[src/hdl/mul_pkg.sv]
/*
  Shared multiplier package
  Requester count, fixed priority order and product width
*/
package mul_pkg;

  localparam int MUL_NREQ = 2;        // Quotient scaler and reciprocal engine

  // Lower index wins arbitration
  localparam int MUL_REQ_SCALER = 0;
  localparam int MUL_REQ_RECIP  = 1;

  localparam int MUL_PW = 48;         // Full signed 24x24 product, Q24.24

endpackage

[src/hdl/fxp_pkg.sv]
/*
  Fixed-point format package for the Q12.12 divider
  Word layout, saturation value and the constants of the reciprocal method
*/
package fxp_pkg;

  localparam int FXP_M = 12;              // Integer bits, sign included
  localparam int FXP_N = 12;              // Fractional bits
  localparam int FXP_W = FXP_M + FXP_N;   // Full word, 24 bits

  // Leading-zero count must reach FXP_W for a zero word
  localparam int FXP_LZC_W = 5;

  // Largest positive word; every saturated result is this or its negation
  localparam logic [FXP_W-1:0] FXP_SAT = {1'b0, {(FXP_W-1){1'b1}}};

  /*
    Reciprocal of a in [0.5,1):
      b = 1.466 - a, c = a * b, d = 1.0012 - c, e = d * b, 1/a ~ 4 * e
  */
  localparam logic [FXP_W-1:0] FXP_K1466 =
    FXP_W'($rtoi(1.466 * (2.0 ** FXP_N)));  // 1.466, truncated to Q12.12

  localparam logic [FXP_W-1:0] FXP_K10012 =
    FXP_W'($rtoi(1.0012 * (2.0 ** FXP_N))); // 1.0012, truncated to Q12.12

endpackage
[src/hdl/fxp_divider.sv]
/*
  Q12.12 fixed-point divider
  num * recip(den), reciprocal engine and scaler share one multiplier
*/
module fxp_divider (
  input  logic                      clk,
  input  logic                      i_rst,
  input  logic                      i_start,
  input  logic [fxp_pkg::FXP_W-1:0] i_num,
  input  logic [fxp_pkg::FXP_W-1:0] i_den,
  input  logic                      i_abs,
  output logic                      o_ready,
  output logic                      o_valid,
  output logic [fxp_pkg::FXP_W-1:0] o_quot,
  output logic                      o_sat
);

  logic [mul_pkg::MUL_NREQ-1:0] mul_req, mul_valid;
  logic [mul_pkg::MUL_PW-1:0]   product;
  logic [fxp_pkg::FXP_W-1:0]    eng_op_a, eng_op_b, sc_op_a, sc_op_b;
  logic                         recip_valid, recip_sat, den_neg;
  logic [fxp_pkg::FXP_W-1:0]    recip;
  logic [fxp_pkg::FXP_W-1:0]    num_r;       // Numerator of the engine's item
  logic                         abs_r;

  // Engine carries only the reciprocal, so keep the rest here
  always_ff @(posedge clk) begin
    if (i_start && o_ready) begin
      num_r <= i_num;
      abs_r <= i_abs;
    end
  end

  recip_engine u_recip_engine (
    .clk          (clk),
    .i_rst        (i_rst),
    .i_start      (i_start),
    .i_den        (i_den),
    .o_ready      (o_ready),
    .o_req        (mul_req[mul_pkg::MUL_REQ_RECIP]),
    .o_op_a       (eng_op_a),
    .o_op_b       (eng_op_b),
    .i_mul_valid  (mul_valid[mul_pkg::MUL_REQ_RECIP]),
    .i_product    (product),
    .o_recip_valid(recip_valid),
    .o_recip      (recip),
    .o_recip_sat  (recip_sat),
    .o_den_neg    (den_neg)
  );

  quot_scaler u_quot_scaler (
    .clk        (clk),
    .i_rst      (i_rst),
    .i_load     (recip_valid),
    .i_num      (num_r),
    .i_recip    (recip),
    .i_recip_sat(recip_sat),
    .i_den_neg  (den_neg),
    .i_abs      (abs_r),
    .o_req      (mul_req[mul_pkg::MUL_REQ_SCALER]),
    .o_op_a     (sc_op_a),
    .o_op_b     (sc_op_b),
    .i_mul_valid(mul_valid[mul_pkg::MUL_REQ_SCALER]),
    .i_product  (product),
    .o_valid    (o_valid),
    .o_quot     (o_quot),
    .o_sat      (o_sat)
  );

  // Port 0 is the scaler, port 1 the engine
  mul_arbiter u_mul_arbiter (
    .clk      (clk),
    .i_rst    (i_rst),
    .i_req    (mul_req),
    .i_op_a0  (sc_op_a),
    .i_op_b0  (sc_op_b),
    .i_op_a1  (eng_op_a),
    .i_op_b1  (eng_op_b),
    .o_valid  (mul_valid),
    .o_product(product)
  );

endmodule

[src/hdl/mul_arbiter.sv]
/*
  Shared multiplier with fixed-priority arbiter
  Scaler beats the engine; product and one-hot strobe return a cycle later
*/
module mul_arbiter (
  input  logic                         clk,
  input  logic                         i_rst,
  input  logic [mul_pkg::MUL_NREQ-1:0] i_req,
  input  logic [fxp_pkg::FXP_W-1:0]    i_op_a0,
  input  logic [fxp_pkg::FXP_W-1:0]    i_op_b0,
  input  logic [fxp_pkg::FXP_W-1:0]    i_op_a1,
  input  logic [fxp_pkg::FXP_W-1:0]    i_op_b1,
  output logic [mul_pkg::MUL_NREQ-1:0] o_valid,
  output logic [mul_pkg::MUL_PW-1:0]   o_product
);

  logic [mul_pkg::MUL_NREQ-1:0] grant;
  logic [fxp_pkg::FXP_W-1:0]    op_a, op_b;

  always_comb begin
    grant = '0;
    if (i_req[mul_pkg::MUL_REQ_SCALER]) begin
      grant[mul_pkg::MUL_REQ_SCALER] = 1'b1;   // Highest priority
    end else if (i_req[mul_pkg::MUL_REQ_RECIP]) begin
      grant[mul_pkg::MUL_REQ_RECIP] = 1'b1;
    end
  end

  // Operand mux follows the grant
  assign op_a = grant[mul_pkg::MUL_REQ_RECIP] ? i_op_a1 : i_op_a0;
  assign op_b = grant[mul_pkg::MUL_REQ_RECIP] ? i_op_b1 : i_op_b0;

  always_ff @(posedge clk) begin
    if (i_rst) o_valid <= '0;
    else       o_valid <= grant;      // Strobe back to the winner
  end

  always_ff @(posedge clk) begin
    if (|grant) begin
      o_product <= $signed(op_a) * $signed(op_b);  // Q24.24
    end
  end

  // A losing engine keeps its request and operands for the next try
  a_hold_while_waiting: assert property (@(posedge clk) disable iff (i_rst)
    (i_req[mul_pkg::MUL_REQ_RECIP] && !grant[mul_pkg::MUL_REQ_RECIP])
      |=> (i_req[mul_pkg::MUL_REQ_RECIP] && $stable(i_op_a1) && $stable(i_op_b1)));

endmodule

[src/hdl/quot_scaler.sv]
/*
  Quotient scaler
  Multiplies |num| by the reciprocal, saturates and restores the sign
*/
module quot_scaler (
  input  logic                       clk,
  input  logic                       i_rst,
  input  logic                       i_load,
  input  logic [fxp_pkg::FXP_W-1:0]  i_num,
  input  logic [fxp_pkg::FXP_W-1:0]  i_recip,
  input  logic                       i_recip_sat,
  input  logic                       i_den_neg,
  input  logic                       i_abs,
  output logic                       o_req,
  output logic [fxp_pkg::FXP_W-1:0]  o_op_a,
  output logic [fxp_pkg::FXP_W-1:0]  o_op_b,
  input  logic                       i_mul_valid,
  input  logic [mul_pkg::MUL_PW-1:0] i_product,
  output logic                       o_valid,
  output logic [fxp_pkg::FXP_W-1:0]  o_quot,
  output logic                       o_sat
);

  logic                      busy;           // Holds one item
  logic [fxp_pkg::FXP_W-1:0] num_mag;
  logic [fxp_pkg::FXP_W-1:0] num_r, recip_r;
  logic                      rsat_r, neg_r;
  logic                      sat;
  logic [fxp_pkg::FXP_W-1:0] mag;

  assign num_mag = i_num[fxp_pkg::FXP_W-1] ? (~i_num + 1'b1) : i_num;

  assign o_req  = busy && !i_mul_valid;  // Dropped in the strobe cycle
  assign o_op_a = num_r;
  assign o_op_b = recip_r;

  // Anything at or above the slice's sign bit means overflow
  assign sat = (|i_product[mul_pkg::MUL_PW-1:fxp_pkg::FXP_N+fxp_pkg::FXP_W-1])
               || (rsat_r && (num_r != '0));
  assign mag = sat ? fxp_pkg::FXP_SAT
                   : i_product[fxp_pkg::FXP_N+fxp_pkg::FXP_W-1:fxp_pkg::FXP_N];

  always_ff @(posedge clk) begin
    if (i_rst) begin
      busy    <= 1'b0;
      o_valid <= 1'b0;
    end else begin
      o_valid <= busy && i_mul_valid;
      if (i_load) busy <= 1'b1;
      else if (i_mul_valid) busy <= 1'b0;
    end
  end

  always_ff @(posedge clk) begin
    if (i_load) begin
      num_r   <= num_mag;
      recip_r <= i_recip;
      rsat_r  <= i_recip_sat;
      neg_r   <= (i_num[fxp_pkg::FXP_W-1] ^ i_den_neg) && !i_abs;  // Sign to restore
    end
    if (busy && i_mul_valid) begin
      o_quot <= neg_r ? (~mag + 1'b1) : mag;
      o_sat  <= sat;
    end
  end

  // Engine must not deliver before this multiply is done
  a_load_when_free: assert property (@(posedge clk) disable iff (i_rst)
    i_load |-> !busy);

endmodule

[src/hdl/recip_engine.sv]
/*
  Reciprocal engine
  Normalises |den| to [0.5,1), runs the c and e multiplies on the shared
  multiplier, then applies the x4 saturation and the lzc rescale
*/
module recip_engine (
  input  logic                          clk,
  input  logic                          i_rst,
  input  logic                          i_start,
  input  logic [fxp_pkg::FXP_W-1:0]     i_den,
  output logic                          o_ready,
  output logic                          o_req,
  output logic [fxp_pkg::FXP_W-1:0]     o_op_a,
  output logic [fxp_pkg::FXP_W-1:0]     o_op_b,
  input  logic                          i_mul_valid,
  input  logic [mul_pkg::MUL_PW-1:0]    i_product,
  output logic                          o_recip_valid,
  output logic [fxp_pkg::FXP_W-1:0]     o_recip,
  output logic                          o_recip_sat,
  output logic                          o_den_neg
);

  logic [fxp_pkg::FXP_W-1:0]     den_mag;      // |i_den| in the start cycle
  logic [fxp_pkg::FXP_LZC_W-1:0] lzc_cnt;
  logic [fxp_pkg::FXP_W-1:0]     a_comb, b_comb;
  logic [fxp_pkg::FXP_W-1:0]     a_r, b_r, c_r, e_r;
  logic [fxp_pkg::FXP_LZC_W-1:0] lzc_r;
  logic                          neg_r;
  logic                          c_wait;       // c requested, product pending
  logic                          e_wait;       // e requested, product pending
  logic                          out_r;        // Reciprocal strobe
  logic                          idle;
  logic [fxp_pkg::FXP_W-1:0]     prod_q;       // Q12.12 slice of the product
  logic [fxp_pkg::FXP_W-1:0]     d_prod, d_reg;
  logic [fxp_pkg::FXP_W-1:0]     reci;         // 4 * e, saturated
  logic [fxp_pkg::FXP_LZC_W-1:0] rescale_lzc, rescale_up;
  logic [2*fxp_pkg::FXP_W-1:0]   rescale_data;

  assign den_mag = i_den[fxp_pkg::FXP_W-1] ? (~i_den + 1'b1) : i_den;

  lzc u_lzc (
    .i_data(den_mag),
    .o_lzc (lzc_cnt)
  );

  // Bring the leading one to bit 11, i.e. into [0.5,1)
  always_comb begin
    if (lzc_cnt <= fxp_pkg::FXP_LZC_W'(fxp_pkg::FXP_M)) begin
      a_comb = den_mag >> (fxp_pkg::FXP_LZC_W'(fxp_pkg::FXP_M) - lzc_cnt);
    end else begin
      a_comb = den_mag << (lzc_cnt - fxp_pkg::FXP_LZC_W'(fxp_pkg::FXP_M));
    end
  end

  assign b_comb = fxp_pkg::FXP_K1466 - a_comb;  // b = 1.466 - a

  assign prod_q = i_product[fxp_pkg::FXP_N+fxp_pkg::FXP_W-1:fxp_pkg::FXP_N];
  assign d_prod = fxp_pkg::FXP_K10012 - prod_q;  // d from c as it returns
  assign d_reg  = fxp_pkg::FXP_K10012 - c_r;     // d while e waits for a grant

  assign idle    = !(c_wait || e_wait || out_r);
  assign o_ready = idle;

  // Request port, operands held as levels until the valid strobe
  always_comb begin
    o_req  = 1'b0;
    o_op_a = a_comb;        // Start cycle uses the fresh normalised value
    o_op_b = b_comb;
    if (c_wait) begin
      o_req  = 1'b1;        // Either c again or e right behind it
      o_op_a = i_mul_valid ? d_prod : a_r;
      o_op_b = b_r;
    end else if (e_wait) begin
      o_req  = !i_mul_valid;
      o_op_a = d_reg;
      o_op_b = b_r;
    end else if (idle) begin
      o_req  = i_start;
    end
  end

  always_ff @(posedge clk) begin
    if (i_rst) begin
      c_wait <= 1'b0;
      e_wait <= 1'b0;
      out_r  <= 1'b0;
    end else begin
      out_r <= e_wait && i_mul_valid;
      if (idle && i_start) begin
        c_wait <= 1'b1;
      end else if (c_wait && i_mul_valid) begin
        c_wait <= 1'b0;
        e_wait <= 1'b1;     // e request already raised this cycle
      end else if (e_wait && i_mul_valid) begin
        e_wait <= 1'b0;
      end
    end
  end

  // Operand and intermediate registers
  always_ff @(posedge clk) begin
    if (idle && i_start) begin
      a_r   <= a_comb;
      b_r   <= b_comb;
      lzc_r <= lzc_cnt;
      neg_r <= i_den[fxp_pkg::FXP_W-1];
    end
    if (c_wait && i_mul_valid) c_r <= prod_q;
    if (e_wait && i_mul_valid) e_r <= prod_q;
  end

  // Top two bits would be lost by the shift left by two
  assign reci = (|e_r[fxp_pkg::FXP_W-1:fxp_pkg::FXP_W-2]) ? fxp_pkg::FXP_SAT : (e_r << 2);

  // Positive means the denominator was above one, so shift the result down
  assign rescale_lzc = fxp_pkg::FXP_LZC_W'(fxp_pkg::FXP_M) - lzc_r;
  assign rescale_up  = ~rescale_lzc + 1'b1;

  always_comb begin
    if (rescale_lzc[fxp_pkg::FXP_LZC_W-1]) begin
      rescale_data = {{fxp_pkg::FXP_W{1'b0}}, reci} << rescale_up;
    end else begin
      rescale_data = {{fxp_pkg::FXP_W{1'b0}}, reci} >> rescale_lzc;
    end
  end

  assign o_recip_sat   = |rescale_data[2*fxp_pkg::FXP_W-1:fxp_pkg::FXP_W];  // Overflow
  assign o_recip       = o_recip_sat ? fxp_pkg::FXP_SAT
                                     : rescale_data[fxp_pkg::FXP_W-1:0];
  assign o_recip_valid = out_r;
  assign o_den_neg     = neg_r;

  // Arbiter only answers requests this engine has raised
  a_no_valid_idle: assert property (@(posedge clk) disable iff (i_rst)
    idle |-> !i_mul_valid);

endmodule

[src/hdl/lzc.sv]
/*
  Leading-zero counter
  Priority encoder over one non-negative Q12.12 magnitude, gives 24 for zero
*/
module lzc (
  input  logic [fxp_pkg::FXP_W-1:0]     i_data,
  output logic [fxp_pkg::FXP_LZC_W-1:0] o_lzc
);

  always_comb begin
    o_lzc = fxp_pkg::FXP_LZC_W'(fxp_pkg::FXP_W);  // All zero
    // Walk up from the LSB so the highest set bit is the last to write
    for (int i = 0; i < fxp_pkg::FXP_W; i++) begin
      if (i_data[i]) begin
        o_lzc = fxp_pkg::FXP_LZC_W'(fxp_pkg::FXP_W - 1 - i);
      end
    end
  end

endmodule

[config.mk]
export PLATFORM = sky130hd
export DESIGN_NAME = fxp_divider
export DESIGN_NICKNAME = d
export VERILOG_FILES = /design/src/hdl/mul_pkg.sv /design/src/hdl/fxp_pkg.sv /design/src/hdl/fxp_divider.sv /design/src/hdl/mul_arbiter.sv /design/src/hdl/quot_scaler.sv /design/src/hdl/recip_engine.sv /design/src/hdl/lzc.sv
export SDC_FILE = /design/constraint.sdc
export NUM_CORES = 2
export LEC_CHECK = 0
export ABC_AREA = 0
export ABC_CLOCK_PERIOD_IN_PS = 20800
export BUFFER_PORTS_ARGS = -buffer_cell sky130_fd_sc_hd__buf_4
export CELL_PAD_IN_SITES_DETAIL_PLACEMENT = 1
export CELL_PAD_IN_SITES_GLOBAL_PLACEMENT = 1
export CORE_MARGIN = 2
export CORE_UTILIZATION = 45
export CTS_BUF_LIST = sky130_fd_sc_hd__clkbuf_8 sky130_fd_sc_hd__clkbuf_16
export CTS_CLUSTER_SIZE = 28
export DETAILED_ROUTE_END_ITERATION = 16
export GPL_ROUTABILITY_DRIVEN = 0
export HOLD_SLACK_MARGIN = 0.12
export PLACE_DENSITY = 0.82
export SYNTH_ARGS = -nofsm -noshare
export SYNTH_HDL_FRONTEND = slang
export SYNTH_HIERARCHICAL = 1
export SYNTH_SLANG_ARGS = --single-unit
[constraint.sdc]
create_clock -name clk -period 20.8 [get_ports clk]
set_input_delay 3.12 -clock clk [delete_from_list [all_inputs] [get_ports clk]]
set_output_delay 3.12 -clock clk [all_outputs]
set_load 0.01 [all_outputs]
* Word-level counts from Yosys, hierarchy flattened *
Cells that the tools add are included.

operators by class
  reduce and logical (&&, ||, !) cells = 23
  multiplexer cells = 50
  multipliers = 1
  $lt $le $gt $ge = 1
  add/sub/neg operators = 10
  bitwise gates (word level) = 6
  shift operators = 4

operators by type and width
  operator                  count
  $mux W24                  12
  $mux W5                   23
  $add A24 B1 Y24 const B   3
  $not A24 Y24              3
  $sub A13 B24 Y24 const A  3
  $mul A24 B24 Y48          1
  $mux W48                  1
  $shl A24 B5 Y48           1
  $shr A24 B5 Y48           1
  $reduce_bool A24 Y1       1
  $reduce_or A24 Y1         1
  $shl A24 B5 Y24           1
  $shr A24 B5 Y24           1
  $mux W23                  1
  $reduce_or A13 Y1         1
  $mux W1                   12
  $sub A4 B5 Y5 const A     2
  $logic_and A1 B1 Y1       7
  $reduce_bool A2 Y1        3
  $add A5 B1 Y5 const B     1
  $le A5 B4 Y1 const B      1
  $not A5 Y5                1
  $sub A5 B4 Y5 const B     1
  $logic_not A1 Y1          4
  other kinds (6)           9

word-level totals
  word-level logic and storage cells = 117
  register bits after elaboration = 257
  bits of input ports = 52
  output and inout port bits = 27

* Depth between registers and ports, before layout *
  word-level depth = 35
  gate-level depth with buffers = 60

* By module *
The synthesis kept the hierarchy.

modules (own cells, without submodules)
  module        cells each  area each (µm²)  instances
  mul_arbiter   2396        22740.6          1
  recip_engine  1764        13422.9          1
  quot_scaler   308         3804.9           1
  fxp_divider   26          757.0            1
  lzc           48          265.3            1

* Worst setup path before layout *
OpenSTA, ideal clock, no wires.

  path kind = input-to-reg
  start point = in i_den[0] (netlist bit)
  end point = reg u_mul_arbiter/o_product[46] (netlist bit), data pin
  stages = 56
  slack = 3.472 ns
  arrival = 17.066 ns
  cells stage by stage = clkbuf_1 -> inv_1 -> ha_1 -> or3b_1 -> clkbuf_1 -> nor3_1 -> a211o_1 -> and2_1 -> inv_2 -> or2_2 -> nor4_1 -> a31oi_1 -> clkbuf_1 -> inv_2 -> buf_1 -> clkbuf_1 -> ha_1 -> clkbuf_1 -> [20 not listed] -> inv_1 -> fa_1 -> fa_1 -> fa_1 -> fa_1 -> inv_1 -> fa_1 -> inv_1 -> ha_1 -> a21oi_2 -> o21ai_2 -> or4_4 -> o31a_4 -> a2111oi_4 -> o31ai_2 -> a41oi_2 -> o21ai_1 -> xor2_1

RTL lines
  element                                             line                                    text
  start: declaration                                  fxp_divider.sv:10                       input logic [fxp_pkg::FXP_W-1:0] i_den,
  $not A24 Y24 *                                      recip_engine.sv:39                      assign den_mag = i_den[fxp_pkg::FXP_W-1] ? (~i_den + 1'b1) : i_den;
  $add A24 B1 Y24 *                                   recip_engine.sv:39
  $mux W24 *                                          recip_engine.sv:39
  named net u_recip_engine.den_mag (one bit)          recip_engine.sv:23                      logic [fxp_pkg::FXP_W-1:0] den_mag;
  $mux W5 * (4 in a row)                              lzc.sv:14                               if (i_data[i]) begin
  named net u_recip_engine.lzc_cnt (one bit)          recip_engine.sv:24                      logic [fxp_pkg::FXP_LZC_W-1:0] lzc_cnt;
  $sub A5 B4 Y5 or $sub A4 B5 Y5 (tied branches)      recip_engine.sv:51, recip_engine.sv:49
  $shl A24 B5 Y24 or $shr A24 B5 Y24 (tied branches)  recip_engine.sv:51, recip_engine.sv:49
  $mux W24 *                                          recip_engine.sv:48                      if (lzc_cnt <= fxp_pkg::FXP_LZC_W'(fxp_pkg::FXP_M)) begin
  named net u_recip_engine.a_comb (one bit)           recip_engine.sv:25                      logic [fxp_pkg::FXP_W-1:0] a_comb, b_comb;
  $sub A13 B24 Y24 *                                  recip_engine.sv:55                      assign b_comb = fxp_pkg::FXP_K1466 - a_comb;
  named net u_recip_engine.b_comb (one bit)           recip_engine.sv:25
  $mux W24 *                                          recip_engine.sv:73                      end else if (e_wait) begin
  $mux W24 *                                          recip_engine.sv:69                      if (c_wait) begin
  named net eng_op_b (one bit)                        fxp_divider.sv:20                       logic [fxp_pkg::FXP_W-1:0] eng_op_a, eng_op_b, sc_op_a, sc_op_b;
  $mux W24 *                                          mul_arbiter.sv:31                       assign op_b = grant[mul_pkg::MUL_REQ_RECIP] ? i_op_b1 : i_op_b0;
  $mul A24 B24 Y48 *                                  mul_arbiter.sv:40                       o_product <= $signed(op_a) * $signed(op_b);
  end signal: assignment                              mul_arbiter.sv:40
  end: declaration                                    mul_arbiter.sv:14                       output logic [mul_pkg::MUL_PW-1:0] o_product

Mark *: on every way through the listed nets, which the timed path passes. The rest lies on a longest branch.
A chain may end at the register's enable or synchronous reset.

* Worst setup path after layout *
  start point = in i_den[0] (netlist bit)
  end point = reg u_mul_arbiter/o_product[46] (netlist bit), data pin

RTL lines
  element                                             line
  $not A24 Y24 *                                      recip_engine.sv:39
  $add A24 B1 Y24 *                                   recip_engine.sv:39
  $mux W24 *                                          recip_engine.sv:39
  named net u_recip_engine.den_mag (one bit)          recip_engine.sv:23
  $mux W5 * (4 in a row)                              lzc.sv:14
  named net u_recip_engine.lzc_cnt (one bit)          recip_engine.sv:24
  $sub A5 B4 Y5 or $sub A4 B5 Y5 (tied branches)      recip_engine.sv:51, recip_engine.sv:49
  $shl A24 B5 Y24 or $shr A24 B5 Y24 (tied branches)  recip_engine.sv:51, recip_engine.sv:49
  $mux W24 *                                          recip_engine.sv:48
  $sub A13 B24 Y24 *                                  recip_engine.sv:55
  named net u_recip_engine.b_comb (one bit)           recip_engine.sv:25
  $mux W24 *                                          recip_engine.sv:73
  $mux W24 *                                          recip_engine.sv:69
  named net eng_op_b (one bit)                        fxp_divider.sv:20
  $mux W24 *                                          mul_arbiter.sv:31
  $mul A24 B24 Y48 *                                  mul_arbiter.sv:40

Marks and branches as above.

==> reports/metrics.csv <==
metric;value;unit
finalSetupViolations;0;
clk_latency;0.58;ns
grtUsageTotal;33.5;%
critPathMaxFanout;48;
hold_viol;0;
crit_arrival;19.38;ns
placed_area;42300;sq um
routed_wirelength;156000;um
relSlewSlack;12.3;%
ctsResizeCount;0;
rows;110;
drv_slew;0;
ff_latch_area;7260;sq um
finalCriticalPeriod;19.08;ns
die_w;304;um
rsz0062_at_grt;no;
die_y;304;um
synth_cells;4515;
grt_max_degree;72;
n_fill_cell;10300;
hold_buffers;0;
dp_cells;5595;
synth.avg_cell_area;8.98;sq um
slowest_delay;0.83;ns
overflow;0;
finalHoldWorstSlack;0.593;ns
clkSlewWorstSetupHoldPaths;0.06;ns
instances_no_fill;5646;
drc_errors;0;
die_area;92500;sq um
hpwl;118000;um
cap_violations;0;
fin_area;43200;sq um
synth_fp_nets;5318;
critical_path_buf_inv_count;8;
fin_nets;5251;
drive_above_1_share;8.97;%
hold_path_class;flop to flop;
end_kind;flop;
numCtsBuffers;27;
fin_worst_skew;0.0177;ns
cts_buffer_depth;3;
initial_core_util;45.2;%
cpLargestDelayFamily;compound AO/OA/AOI/OAI gates;
clock-sinks;244;
fin_setup_tns;0;ns
start_kind;input port;
drt_first_pass_iters;6;
syn_to_final_growth;6.60;%
outcome;finished clean;
io_buffers;78;
cpMostUsedCell;fa_1;
root_buffer;clkbuf_16;
grt_pass1_wl;238000;um
drtAntennaViolNets;0;
cp.required;21.11;ns
netlist_area;40500;sq um
crit_type;input port to flop;
fmax;0.0524;GHz
io_pins;79;
vias_per_cell;6.41;
fin_crit_sh;91.7;%
htree_levels;1;
routedWlPerCell;27.6;um
core-area;89600;sq um
num_vias;36200;
post-cts-setup-buffers;0;
yosys_warnings;6;
crit_slowest_cell;a211oi_1;
grt_pass1_vias;38900;
worst_pin_slew;1.29;ns
cts_tree;built;
antenna_found_initial;1;
initialDrtViolationCount;4261;
multi_input_area;29900;sq um
-- final timing paths --
kind,startpoint,to,slack [ns],cells after the start
worst max-delay path,i_den[0],u_mul_arbiter/o_product[46],1.72,48
worst min-delay path,num_r[0],u_quot_scaler/o_op_a[0],0.59,0
worst max register to register,u_recip_engine/c_r[6],u_mul_arbiter/o_product[47],8.52,35
worst min register to register,num_r[0],u_quot_scaler/o_op_a[0],0.59,0
-- placed cells by master (no fill, tap or decap), drive strengths merged, types with 22 or more instances in the layout --
master and instances:
a211oi 65, a21o 25, a21oi 141, a31oi 45, and2 28, buf 163
clkbuf 27, edfxtp 237, fa 607, ha 144, inv 672, mux2 75
mux2i 106, nand2 480, nand2b 46, nand3 76, nand4 27, nor2 507
nor2b 35, nor3 87, nor4 55, o211ai 30, o21ai 165, o22ai 22
o31ai 22, or3 29, or4 28, xnor2 102, xor2 57
-- final cells by class --
class	instances	area share, %
well taps	1176	3.41
diodes	1	0.00579
inverters	670	5.82
clock inverters	23	0.455
clock buffers	27	1.56
repair buffers	163	2.83
multi-input cells	3342	69.1
flip-flops and latches	244	16.8
-- layer usage --
metal / wire (um) / vias to the layer above / GRT usage, %
met5: 14 / - / 0
met4: 10900 / 2 / 19.7
met3: 15900 / 648 / 7.56
met2: 70700 / 2108 / 53.0
met1: 58400 / 18400 / 42.2
li1: - / 15000 / -
-- sequential cells by signal, summed over array words and instances (netlist names), 2 cells and up --
register                 cells
u_mul_arbiter/o_product     36
u_recip_engine/e_r          24
u_recip_engine/lzc_r         5
u_recip_engine/c_r          24
u_recip_engine/a_r          24
u_mul_arbiter/o_valid        2
u_quot_scaler/o_op_b        24
u_quot_scaler/o_op_a        24
num_r                       24
u_recip_engine/b_r          23
u_quot_scaler/o_quot        24
-- per-stage QoR --
step,setup WS [ns],utilization [%]
finish,1.72,48.2
global route,1.20,48.2
CTS,2.27,48.2
detailed placement,1.89,47.2
global placement,2.35,47.2
floorplan,3.47,-
Power is not shown: default switching activity piles up to over one toggle a cycle in this logic, so the estimate is an artifact.
